<file path="src/hw/a2glue_video_pkg.sv">
package a2glue_video_pkg;

    // Framebuffer dimensions per source
    localparam int FB_WIDTH_W  = 11;
    localparam int FB_HEIGHT_W = 10;

    localparam logic [FB_WIDTH_W-1:0]  FB_APPLE_WIDTH  = 11'd560;
    localparam logic [FB_HEIGHT_W-1:0] FB_APPLE_HEIGHT = 10'd192;
    localparam logic [FB_WIDTH_W-1:0]  FB_VGC_WIDTH    = 11'd640;  // Super Hi-Res
    localparam logic [FB_HEIGHT_W-1:0] FB_VGC_HEIGHT   = 10'd200;

    // VDP raster
    localparam int VDP_X_W = 10;
    localparam int VDP_DIV = 4;  // Clocks per horizontal step
    localparam logic [VDP_X_W-1:0] VDP_HMAX = 10'd856;

    // Status panel
    localparam logic OVERLAY_ON_RESET = 1'b1;

    typedef struct packed {
        logic [5:0] r;
        logic [5:0] g;
        logic [5:0] b;
    } rgb666_t;

    typedef struct packed {
        logic    we;
        rgb666_t data;
        logic    vsync;
    } fb_stream_t;

    typedef enum logic {
        FB_SRC_APPLE = 1'b0,
        FB_SRC_VGC   = 1'b1
    } fb_source_e;

    // Soft-switch state seen by the video side
    typedef struct packed {
        logic       text;
        logic       shrg;
        logic       hires;
        logic       ramwrt;
        logic       store80;
        logic [3:0] border;
    } video_mode_t;

    // Border colours in RGB444 with the Apple II set before the IIgs set
    localparam int PALETTE_DEPTH = 32;
    localparam logic [11:0] BORDER_PALETTE [PALETTE_DEPTH] = '{
        12'h000, 12'h924, 12'h42a, 12'hd4e, 12'h064, 12'h888, 12'h39e, 12'hcbf,
        12'h450, 12'hc73, 12'h888, 12'hfac, 12'h3c2, 12'hcd6, 12'h7ec, 12'hfff,
        12'h000, 12'hd03, 12'h009, 12'hd2d, 12'h072, 12'h555, 12'h22f, 12'h6af,
        12'h850, 12'hf60, 12'haaa, 12'hf98, 12'h1d0, 12'hff0, 12'h4f9, 12'hfff
    };

endpackage

</file>
<file path="src/hw/a2glue_bus_pkg.sv">
package a2glue_bus_pkg;

    // Slot cards on the glue bus
    localparam int NUM_CARDS = 3;

    // Audio widths
    localparam int AUDIO_W       = 16;  // Mixed signed sample
    localparam int CARD_AUDIO_W  = 10;  // Sprite and sound-effect card output
    localparam int AUDIO_ALIGN_W = 13;  // Common range for the unsigned sources

    // One card's answer to a bus read plus its interrupt line
    typedef struct packed {
        logic       rd_en;
        logic [7:0] data;
        logic       irq_n;  // Active low and wire-ANDed
    } card_resp_t;

    // Listed in priority order from the highest
    typedef enum logic [1:0] {
        CARD_SSC = 2'd0,  // Serial card
        CARD_SSP = 2'd1,  // Sprite card
        CARD_MB  = 2'd2   // Sound-effect card
    } card_id_e;

endpackage
</file>
<file path="src/hw/a2_card_glue.sv">
module a2_card_glue (
    input  logic                                            a2bus_if,
    input  logic                                            rst_n_i,
    // Slot card bus
    input  a2glue_bus_pkg::card_resp_t card_resp_i [a2glue_bus_pkg::NUM_CARDS],
    input  logic [7:0]                                      bus_data_i,
    output logic                                            data_out_en_o,
    output logic [7:0]                                      data_out_o,
    output logic                                            irq_n_o,
    // Audio sources
    input  logic                                            speaker_i,
    input  logic        [a2glue_bus_pkg::CARD_AUDIO_W-1:0]  ssp_audio_i,
    input  logic        [a2glue_bus_pkg::CARD_AUDIO_W-1:0]  mb_audio_l_i,
    input  logic        [a2glue_bus_pkg::CARD_AUDIO_W-1:0]  mb_audio_r_i,
    input  logic signed [a2glue_bus_pkg::AUDIO_W-1:0]       glu_audio_l_i,
    input  logic signed [a2glue_bus_pkg::AUDIO_W-1:0]       glu_audio_r_i,
    output logic signed [a2glue_bus_pkg::AUDIO_W-1:0]       audio_l_o,
    output logic signed [a2glue_bus_pkg::AUDIO_W-1:0]       audio_r_o,
    // Video
    input  logic                                            vsync_i,
    input  logic                                            hsync_i,
    input  a2glue_video_pkg::video_mode_t                   mode_i,
    input  a2glue_video_pkg::fb_stream_t                    apple_fb_i,
    input  a2glue_video_pkg::fb_stream_t                    vgc_fb_i,
    output a2glue_video_pkg::fb_stream_t                    fb_o,
    output logic [a2glue_video_pkg::FB_WIDTH_W-1:0]         fb_width_o,
    output logic [a2glue_video_pkg::FB_HEIGHT_W-1:0]        fb_height_o,
    output a2glue_video_pkg::fb_source_e                    source_o,
    input  logic                                            sw_gs_i,
    output a2glue_video_pkg::rgb666_t                       border_o,
    output logic [a2glue_video_pkg::VDP_X_W-1:0]            vdp_x_o,
    // Panel
    input  logic                                            button_i,
    output logic                                            overlay_en_o,
    output logic [4:0]                                      led_o
);

    card_response_arbiter u_card_response_arbiter (
        .card_resp_i  (card_resp_i),
        .bus_data_i   (bus_data_i),
        .data_out_en_o(data_out_en_o),
        .data_out_o   (data_out_o),
        .irq_n_o      (irq_n_o)
    );

    audio_mixer u_audio_mixer (
        .a2bus_if     (a2bus_if),
        .rst_n_i      (rst_n_i),
        .speaker_i    (speaker_i),
        .ssp_audio_i  (ssp_audio_i),
        .mb_audio_l_i (mb_audio_l_i),
        .mb_audio_r_i (mb_audio_r_i),
        .glu_audio_l_i(glu_audio_l_i),
        .glu_audio_r_i(glu_audio_r_i),
        .audio_l_o    (audio_l_o),
        .audio_r_o    (audio_r_o)
    );

    video_source_select u_video_source_select (
        .a2bus_if   (a2bus_if),
        .rst_n_i    (rst_n_i),
        .vsync_i    (vsync_i),
        .mode_i     (mode_i),
        .apple_fb_i (apple_fb_i),
        .vgc_fb_i   (vgc_fb_i),
        .fb_o       (fb_o),
        .fb_width_o (fb_width_o),
        .fb_height_o(fb_height_o),
        .source_o   (source_o)
    );

    // Border index comes straight from the mode flags
    border_palette u_border_palette (
        .a2bus_if    (a2bus_if),
        .rst_n_i     (rst_n_i),
        .sw_gs_i     (sw_gs_i),
        .border_idx_i(mode_i.border),
        .border_o    (border_o)
    );

    vdp_raster_counter u_vdp_raster_counter (
        .a2bus_if(a2bus_if),
        .rst_n_i (rst_n_i),
        .hsync_i (hsync_i),
        .vdp_x_o (vdp_x_o)
    );

    status_panel u_status_panel (
        .a2bus_if    (a2bus_if),
        .rst_n_i     (rst_n_i),
        .button_i    (button_i),
        .mode_i      (mode_i),
        .overlay_en_o(overlay_en_o),
        .led_o       (led_o)
    );

endmodule

</file>
<file path="src/hw/status_panel.sv">
module status_panel (
    input  logic                          a2bus_if,
    input  logic                          rst_n_i,
    input  logic                          button_i,
    input  a2glue_video_pkg::video_mode_t mode_i,
    output logic                          overlay_en_o,
    output logic [4:0]                    led_o
);

    import a2glue_video_pkg::*;

    logic button_q;
    logic button_rise;

    // Button is already debounced upstream
    assign button_rise = button_i & ~button_q;

    always_ff @(posedge a2bus_if) begin
        if (!rst_n_i) begin
            button_q     <= 1'b0;
            overlay_en_o <= OVERLAY_ON_RESET;
            led_o        <= '1;  // All LEDs off
        end else begin
            button_q <= button_i;
            if (button_rise) begin
                overlay_en_o <= ~overlay_en_o;
            end
            // LEDs are active low
            led_o <= ~{mode_i.text, mode_i.shrg, mode_i.hires, mode_i.ramwrt, mode_i.store80};
        end
    end

endmodule

</file>
<file path="src/hw/vdp_raster_counter.sv">
module vdp_raster_counter (
    input  logic                                 a2bus_if,
    input  logic                                 rst_n_i,
    input  logic                                 hsync_i,
    output logic [a2glue_video_pkg::VDP_X_W-1:0] vdp_x_o
);

    import a2glue_video_pkg::*;

    localparam int DIV_W = $clog2(VDP_DIV);

    logic [DIV_W-1:0] div_q;

    always_ff @(posedge a2bus_if) begin
        if (!rst_n_i) begin
            div_q   <= '0;
            vdp_x_o <= '0;
        end else if (hsync_i) begin
            div_q   <= '0;  // New Apple scanline
            vdp_x_o <= '0;
        end else begin
            div_q <= div_q + 1'b1;
            // Stops at the last raster position until the next hsync
            if (div_q == DIV_W'(VDP_DIV - 1) && vdp_x_o < VDP_HMAX) begin
                vdp_x_o <= vdp_x_o + 1'b1;
            end
        end
    end

endmodule

</file>
<file path="src/hw/border_palette.sv">
module border_palette (
    input  logic                      a2bus_if,
    input  logic                      rst_n_i,
    input  logic                      sw_gs_i,
    input  logic [3:0]                border_idx_i,
    output a2glue_video_pkg::rgb666_t border_o
);

    import a2glue_video_pkg::*;

    logic [$clog2(PALETTE_DEPTH)-1:0] pal_idx;
    logic [11:0]                      rgb444;

    // Upper half of the table holds the IIgs colours
    assign pal_idx = {sw_gs_i, border_idx_i};
    assign rgb444  = BORDER_PALETTE[pal_idx];

    always_ff @(posedge a2bus_if) begin
        if (!rst_n_i) begin
            border_o <= '0;  // Black
        end else begin
            // Each nibble goes to the top of its 6-bit field
            border_o.r <= {rgb444[11:8], 2'b00};
            border_o.g <= {rgb444[7:4], 2'b00};
            border_o.b <= {rgb444[3:0], 2'b00};
        end
    end

endmodule

</file>
<file path="src/hw/video_source_select.sv">
module video_source_select (
    input  logic                                      a2bus_if,
    input  logic                                      rst_n_i,
    input  logic                                      vsync_i,
    input  a2glue_video_pkg::video_mode_t             mode_i,
    input  a2glue_video_pkg::fb_stream_t              apple_fb_i,
    input  a2glue_video_pkg::fb_stream_t              vgc_fb_i,
    output a2glue_video_pkg::fb_stream_t              fb_o,
    output logic [a2glue_video_pkg::FB_WIDTH_W-1:0]   fb_width_o,
    output logic [a2glue_video_pkg::FB_HEIGHT_W-1:0]  fb_height_o,
    output a2glue_video_pkg::fb_source_e              source_o
);

    import a2glue_video_pkg::*;

    fb_source_e source_q;

    // Only switch at a frame boundary so one frame never mixes sources
    always_ff @(posedge a2bus_if) begin
        if (!rst_n_i) begin
            source_q <= FB_SRC_APPLE;
        end else if (vsync_i) begin
            source_q <= mode_i.shrg ? FB_SRC_VGC : FB_SRC_APPLE;
        end
    end

    assign source_o = source_q;

    always_comb begin
        if (source_q == FB_SRC_VGC) begin
            fb_o        = vgc_fb_i;
            fb_width_o  = FB_VGC_WIDTH;
            fb_height_o = FB_VGC_HEIGHT;
        end else begin
            fb_o        = apple_fb_i;
            fb_width_o  = FB_APPLE_WIDTH;  // 280 doubled
            fb_height_o = FB_APPLE_HEIGHT;
        end
    end

endmodule

</file>
<file path="src/hw/audio_mixer.sv">
module audio_mixer (
    input  logic                                       a2bus_if,
    input  logic                                       rst_n_i,
    input  logic                                       speaker_i,
    input  logic        [a2glue_bus_pkg::CARD_AUDIO_W-1:0] ssp_audio_i,
    input  logic        [a2glue_bus_pkg::CARD_AUDIO_W-1:0] mb_audio_l_i,
    input  logic        [a2glue_bus_pkg::CARD_AUDIO_W-1:0] mb_audio_r_i,
    input  logic signed [a2glue_bus_pkg::AUDIO_W-1:0]      glu_audio_l_i,
    input  logic signed [a2glue_bus_pkg::AUDIO_W-1:0]      glu_audio_r_i,
    output logic signed [a2glue_bus_pkg::AUDIO_W-1:0]      audio_l_o,
    output logic signed [a2glue_bus_pkg::AUDIO_W-1:0]      audio_r_o
);

    import a2glue_bus_pkg::*;

    localparam int PAD_W = AUDIO_ALIGN_W - CARD_AUDIO_W;

    logic [AUDIO_ALIGN_W-1:0] spk_ext;
    logic [AUDIO_ALIGN_W-1:0] ssp_ext;
    logic [AUDIO_ALIGN_W-1:0] mb_l_ext;
    logic [AUDIO_ALIGN_W-1:0] mb_r_ext;
    logic [AUDIO_W-1:0]       common;  // Sources shared by both channels
    logic [AUDIO_W-1:0]       sum_l;
    logic [AUDIO_W-1:0]       sum_r;

    // Single-bit speaker sits at full scale of the aligned range
    assign spk_ext  = {speaker_i, {(AUDIO_ALIGN_W-1){1'b0}}};
    assign ssp_ext  = {ssp_audio_i, {PAD_W{1'b0}}};
    assign mb_l_ext = {mb_audio_l_i, {PAD_W{1'b0}}};
    assign mb_r_ext = {mb_audio_r_i, {PAD_W{1'b0}}};

    assign common = AUDIO_W'(spk_ext) + AUDIO_W'(ssp_ext);

    // Wraps modulo 2^16 on overflow
    assign sum_l = AUDIO_W'(glu_audio_l_i) + common + AUDIO_W'(mb_l_ext);
    assign sum_r = AUDIO_W'(glu_audio_r_i) + common + AUDIO_W'(mb_r_ext);

    always_ff @(posedge a2bus_if) begin
        if (!rst_n_i) begin
            audio_l_o <= '0;
            audio_r_o <= '0;
        end else begin
            audio_l_o <= signed'(sum_l);
            audio_r_o <= signed'(sum_r);
        end
    end

endmodule

</file>
<file path="src/hw/card_response_arbiter.sv">
module card_response_arbiter (
    input  a2glue_bus_pkg::card_resp_t card_resp_i [a2glue_bus_pkg::NUM_CARDS],
    input  logic [7:0]                 bus_data_i,
    output logic                       data_out_en_o,
    output logic [7:0]                 data_out_o,
    output logic                       irq_n_o
);

    import a2glue_bus_pkg::*;

    // Any card answering the read claims the bus
    always_comb begin
        data_out_en_o = 1'b0;
        irq_n_o       = 1'b1;
        for (int i = 0; i < NUM_CARDS; i++) begin
            data_out_en_o = data_out_en_o | card_resp_i[i].rd_en;
            irq_n_o       = irq_n_o & card_resp_i[i].irq_n;  // Open-drain style AND
        end
    end

    // Fixed priority with the serial card on top
    always_comb begin
        if (card_resp_i[CARD_SSC].rd_en) begin
            data_out_o = card_resp_i[CARD_SSC].data;
        end else if (card_resp_i[CARD_SSP].rd_en) begin
            data_out_o = card_resp_i[CARD_SSP].data;
        end else if (card_resp_i[CARD_MB].rd_en) begin
            data_out_o = card_resp_i[CARD_MB].data;
        end else begin
            data_out_o = bus_data_i;  // Echo the bus when no card answers
        end
    end

endmodule

</file>
<file path="config.mk">
export PLATFORM = sky130hd
export DESIGN_NAME = a2_card_glue
export DESIGN_NICKNAME = d
export VERILOG_FILES = /design/src/hw/a2glue_video_pkg.sv /design/src/hw/a2glue_bus_pkg.sv /design/src/hw/a2_card_glue.sv /design/src/hw/status_panel.sv /design/src/hw/vdp_raster_counter.sv /design/src/hw/border_palette.sv /design/src/hw/video_source_select.sv /design/src/hw/audio_mixer.sv /design/src/hw/card_response_arbiter.sv
export SDC_FILE = /design/constraint.sdc
export NUM_CORES = 1
export LEC_CHECK = 0
export BUFFER_PORTS_ARGS = -buffer_cell sky130_fd_sc_hd__buf_4
export CAP_MARGIN = 30
export CORE_AREA = 5 5 113 115
export CTS_CLUSTER_SIZE = 12
export DETAILED_ROUTE_END_ITERATION = 10
export DIE_AREA = 0 0 118 120
export PLACE_DENSITY = 0.81
export SYNTH_ARGS = -nofsm -noshare
export SYNTH_HDL_FRONTEND = slang
export SYNTH_SLANG_ARGS = --single-unit
</file>
<file path="constraint.sdc">
create_clock -name a2bus_if -period 2 [get_ports a2bus_if]
set_input_delay 0.1 -clock a2bus_if [delete_from_list [all_inputs] [get_ports a2bus_if]]
set_output_delay 0.1 -clock a2bus_if [all_outputs]
set_load 0.05 [all_outputs]
</file>
==> flow_summary.yaml <==
sta:
  whs_ns: 0.0320
  fin_crit_ns: 1.94
  setup_viol: 0
  finalCritPeriodShare_pct: 97.1
  timing.fmax_ghz: 0.515
  rsz0062_at_grt: "false"
  skew_ns: 0.00374
  hold_viol: 0
  fin_tns_setup_ns: 0
  maxSlewViolCount: 0
cts:
  clockRootBuffer: "clkbuf_16"
  h-tree-depth: 3
  numCtsBuffers: 9
  clk_pin_slew_ns: 0.06
  cts_tree: "built"
  post_cts_buffers: 0
  clk_path_buf_depth: 2
  clkLatencyLatePin_ns: 0.33
  cts_sinks: 64
logic_synthesis:
  ys_seq_area_share_pct: 28.1
  ys_warn_count: 0
  synth_top_family_by_area: "adder cells"
  syn_inst: 509
  synthMuxAreaShare_pct: 8.24
  ys_ff_latch: 64
  synthXorXnorAreaFrac_pct: 2.31
  syn_avg_cell_area_sq_um: 8.95
  syn_area_sq_um: 4560
  synth_compound_area_share_pct: 17.8
  synth_cell_types: 59
  post_synth_and_or_nand_nor_area_fraction_pct: 16.3
  yosys.area_share.adder_pct: 19.0
  async_flop_share_pct: 0
  synth_edf_count: 0
  synth_ff_type: "dfxtp_1"
pwr:
  powerDensity_nw_per_um2: 796
  leakagePower_nw: 3.48
  totalPowerFinal_mw: 5.65
  ir_drop_mv: 0.495
global_route:
  grt.overflow.total: 0
  grt_pass1_vias: 4478
  track_usage_pct: 20.7
  grt_pass1_wl_mm: 23.5
  antenna_found_initial: 0
  grt_max_degree: 31
placed_design:
  dp_hpwl_mm: 12.4
  numPortBuffers: 250
  place_inst: 909
  place_congestion: 0.924
cells_and_area:
  fin_util_pct: 60.6
  stdcell_count: 937
  antenna_cells: 0
  n_fill_cell: 1024
  area_growth_pct: 55.9
  fin_nets: 997
  drive_gt1_share_pct: 42.7
setup_path:
  cp_top_family: "adder cells"
  path_cells: "buf_4 -> fa_1 -> ha_2 -> inv_1 -> fa_1 -> and2b_2 -> o31ai_4 -> a21boi_2 -> o21ai_0 -> nor3b_2"
  worst_ep_required_time_ns: 2.20
  slowest_stage: "fa_1"
  cp_max_fo: 4
  cp_common_cell: "fa_1"
  crit_type: "in2reg"
  cp-end-kind: "register"
  arrival_ns: 2.14
  cp_num_buf_inv: 2
  ff2ff_setup_slack_ns: 0.55
  max_stage_delay_ns: 0.53
  crit_path_start_kind: "primary input"
detailed_routing:
  vias: 4647
  vias_per_cell: 4.96
  wl_per_cell_um: 16.2
  drt-total-wl_mm: 15.2
  first_pass_iters: 4
  ant_nets: 0
  drc: 0
  drt_iter0_drc: 215
floorplan:
  row_count: 40
  die-area_sq_um: 14200
  ios: 274
  core_sq_um: 11700
  die_y_um: 120
  initial_core_util_pct: 38.9
  dieWidth_um: 118
status:
  status: "complete, no violations"
min_path:
  hold_path.class: "in2reg"
flow_run:
  cap_violations: 0
## synth_stat cells, drive strengths merged, types with 4 or more instances
cell	number	share of area (%)
a21o	9	1.5
a21oi	33	3.6
o21a	6	0.99
and2	16	2.3
nand3	5	0.55
nor3b	5	0.82
inv	23	1.9
o211ai	5	0.82
a211oi	12	2.2
clkbuf	12	0.99
xor2	9	1.7
nor3	13	1.4
mux2	20	4.9
buf	35	5.2
fa	22	9.7
a21boi	4	0.66
nand4	5	0.69
ha	34	9.3
dfxtp	64	28
nor2	41	3.4
and3	7	1.1
nand2	33	2.7
mux2i	15	3.3
nand2b	5	0.69
o21ai	33	3.7
nor2b	8	1.3
## worst paths after layout
| check | endpoint | cells after the start | from |
|---|---|---|---|
| hold / removal | u_audio_mixer.audio_r_o[15] | 3 | glu_audio_r_i[15] |
| setup reg to reg | u_vdp_raster_counter.vdp_x_o[1] | 5 | u_vdp_raster_counter.vdp_x_o[3] |
| hold reg to reg | u_vdp_raster_counter.div_q[0] | 1 | u_vdp_raster_counter.div_q[0] |
| setup / recovery | u_audio_mixer.audio_l_o[14] | 10 | ssp_audio_i[1] |
## power breakdown
group | switching [mW] | internal (mW) | leakage (nW)
combinational | 1.56 | 1.05 | 2.80
sequential | 0.0483 | 1.42 | 0.531
clock | 0.608 | 0.964 | 0.146
## sequential cells by signal (all words and copies together), names as in the netlist
signal                          cells
u_vdp_raster_counter.vdp_x_o       10
u_status_panel.button_q             1
u_border_palette.border_o          12
u_status_panel.overlay_en_o         1
u_video_source_select.source_o      1
u_status_panel.led_o                5
u_vdp_raster_counter.div_q          2
u_audio_mixer.audio_r_o            16
u_audio_mixer.audio_l_o            16
## repair_timing
item | 4_1_cts | 5_1_grt
hold buffers | 12 | 0
gates resized for setup | 0 | 2
endpoints found under the setup margin | 0 | 1
hold endpoints to repair | 12 | 0
## kinds of logic after synthesis
kind of cell / Yosys count
AO/OA/AOI/OAI: 124
buffers and inverters: 70
other: 2
XOR/XNOR: 12
flip-flops: 64
AND/OR/NAND/NOR: 146
adder cells (fa/ha/maj): 56
multiplexers: 35
## routing by layer
metal  vias up  global-route usage, %  wire length (um)  share of wire (%)
met4         0                   7.03               368                2.4
met3        24                   5.04              1210                7.9
met2       216                   35.6              7470                 49
met5         -                      0                 0                  0
li1       2296                      -                 -                  -
met1      2111                   25.3              6140                 40
## cell type report
| type | count | area [sq um] | share of cell area [%] |
|---|---|---|---|
| clock buffer | 9 | 225 | 3.17 |
| timing repair buffer | 291 | 2230 | 31.4 |
| multi-input combinational | 396 | 3030 | 42.6 |
| inverter | 23 | 86.3 | 1.22 |
| sequential | 64 | 1280 | 18.0 |
| clock inverter | 7 | 70.1 | 0.987 |
| tap | 147 | 184 | 2.59 |
## worst min-delay path: cells and delay by family
kind | cells | cell delay, ns
AND/OR/NAND/NOR | 1 | 0.05
buffers and inverters | 1 | 0.11
multiplexers | 1 | 0.05
## layout by cell type (no fill, tap or decap), drive strengths merged, types with 12 or more instances in the layout
cell / instances
buf: 279
dfxtp: 64
nor2: 41
ha: 34
nand2: 33
a21oi: 33
o21ai: 33
inv: 24
conb: 23
fa: 22
mux2: 20
and2: 16
mux2i: 15
nor3: 13
dlygate4sd3: 12
a211oi: 12
## metrics by stage
step	instance area (sq um)	worst slack, ns
2_1_floorplan	4670	-0.0360
3_3_place_gp	6680	-0.234
3_5_place_dp	6680	-0.284
4_1_cts	7090	0.0559
5_1_grt	7100	0.000947
6_report	7100	0.0588
No activity file was read; power rests on OpenSTA's default activity.
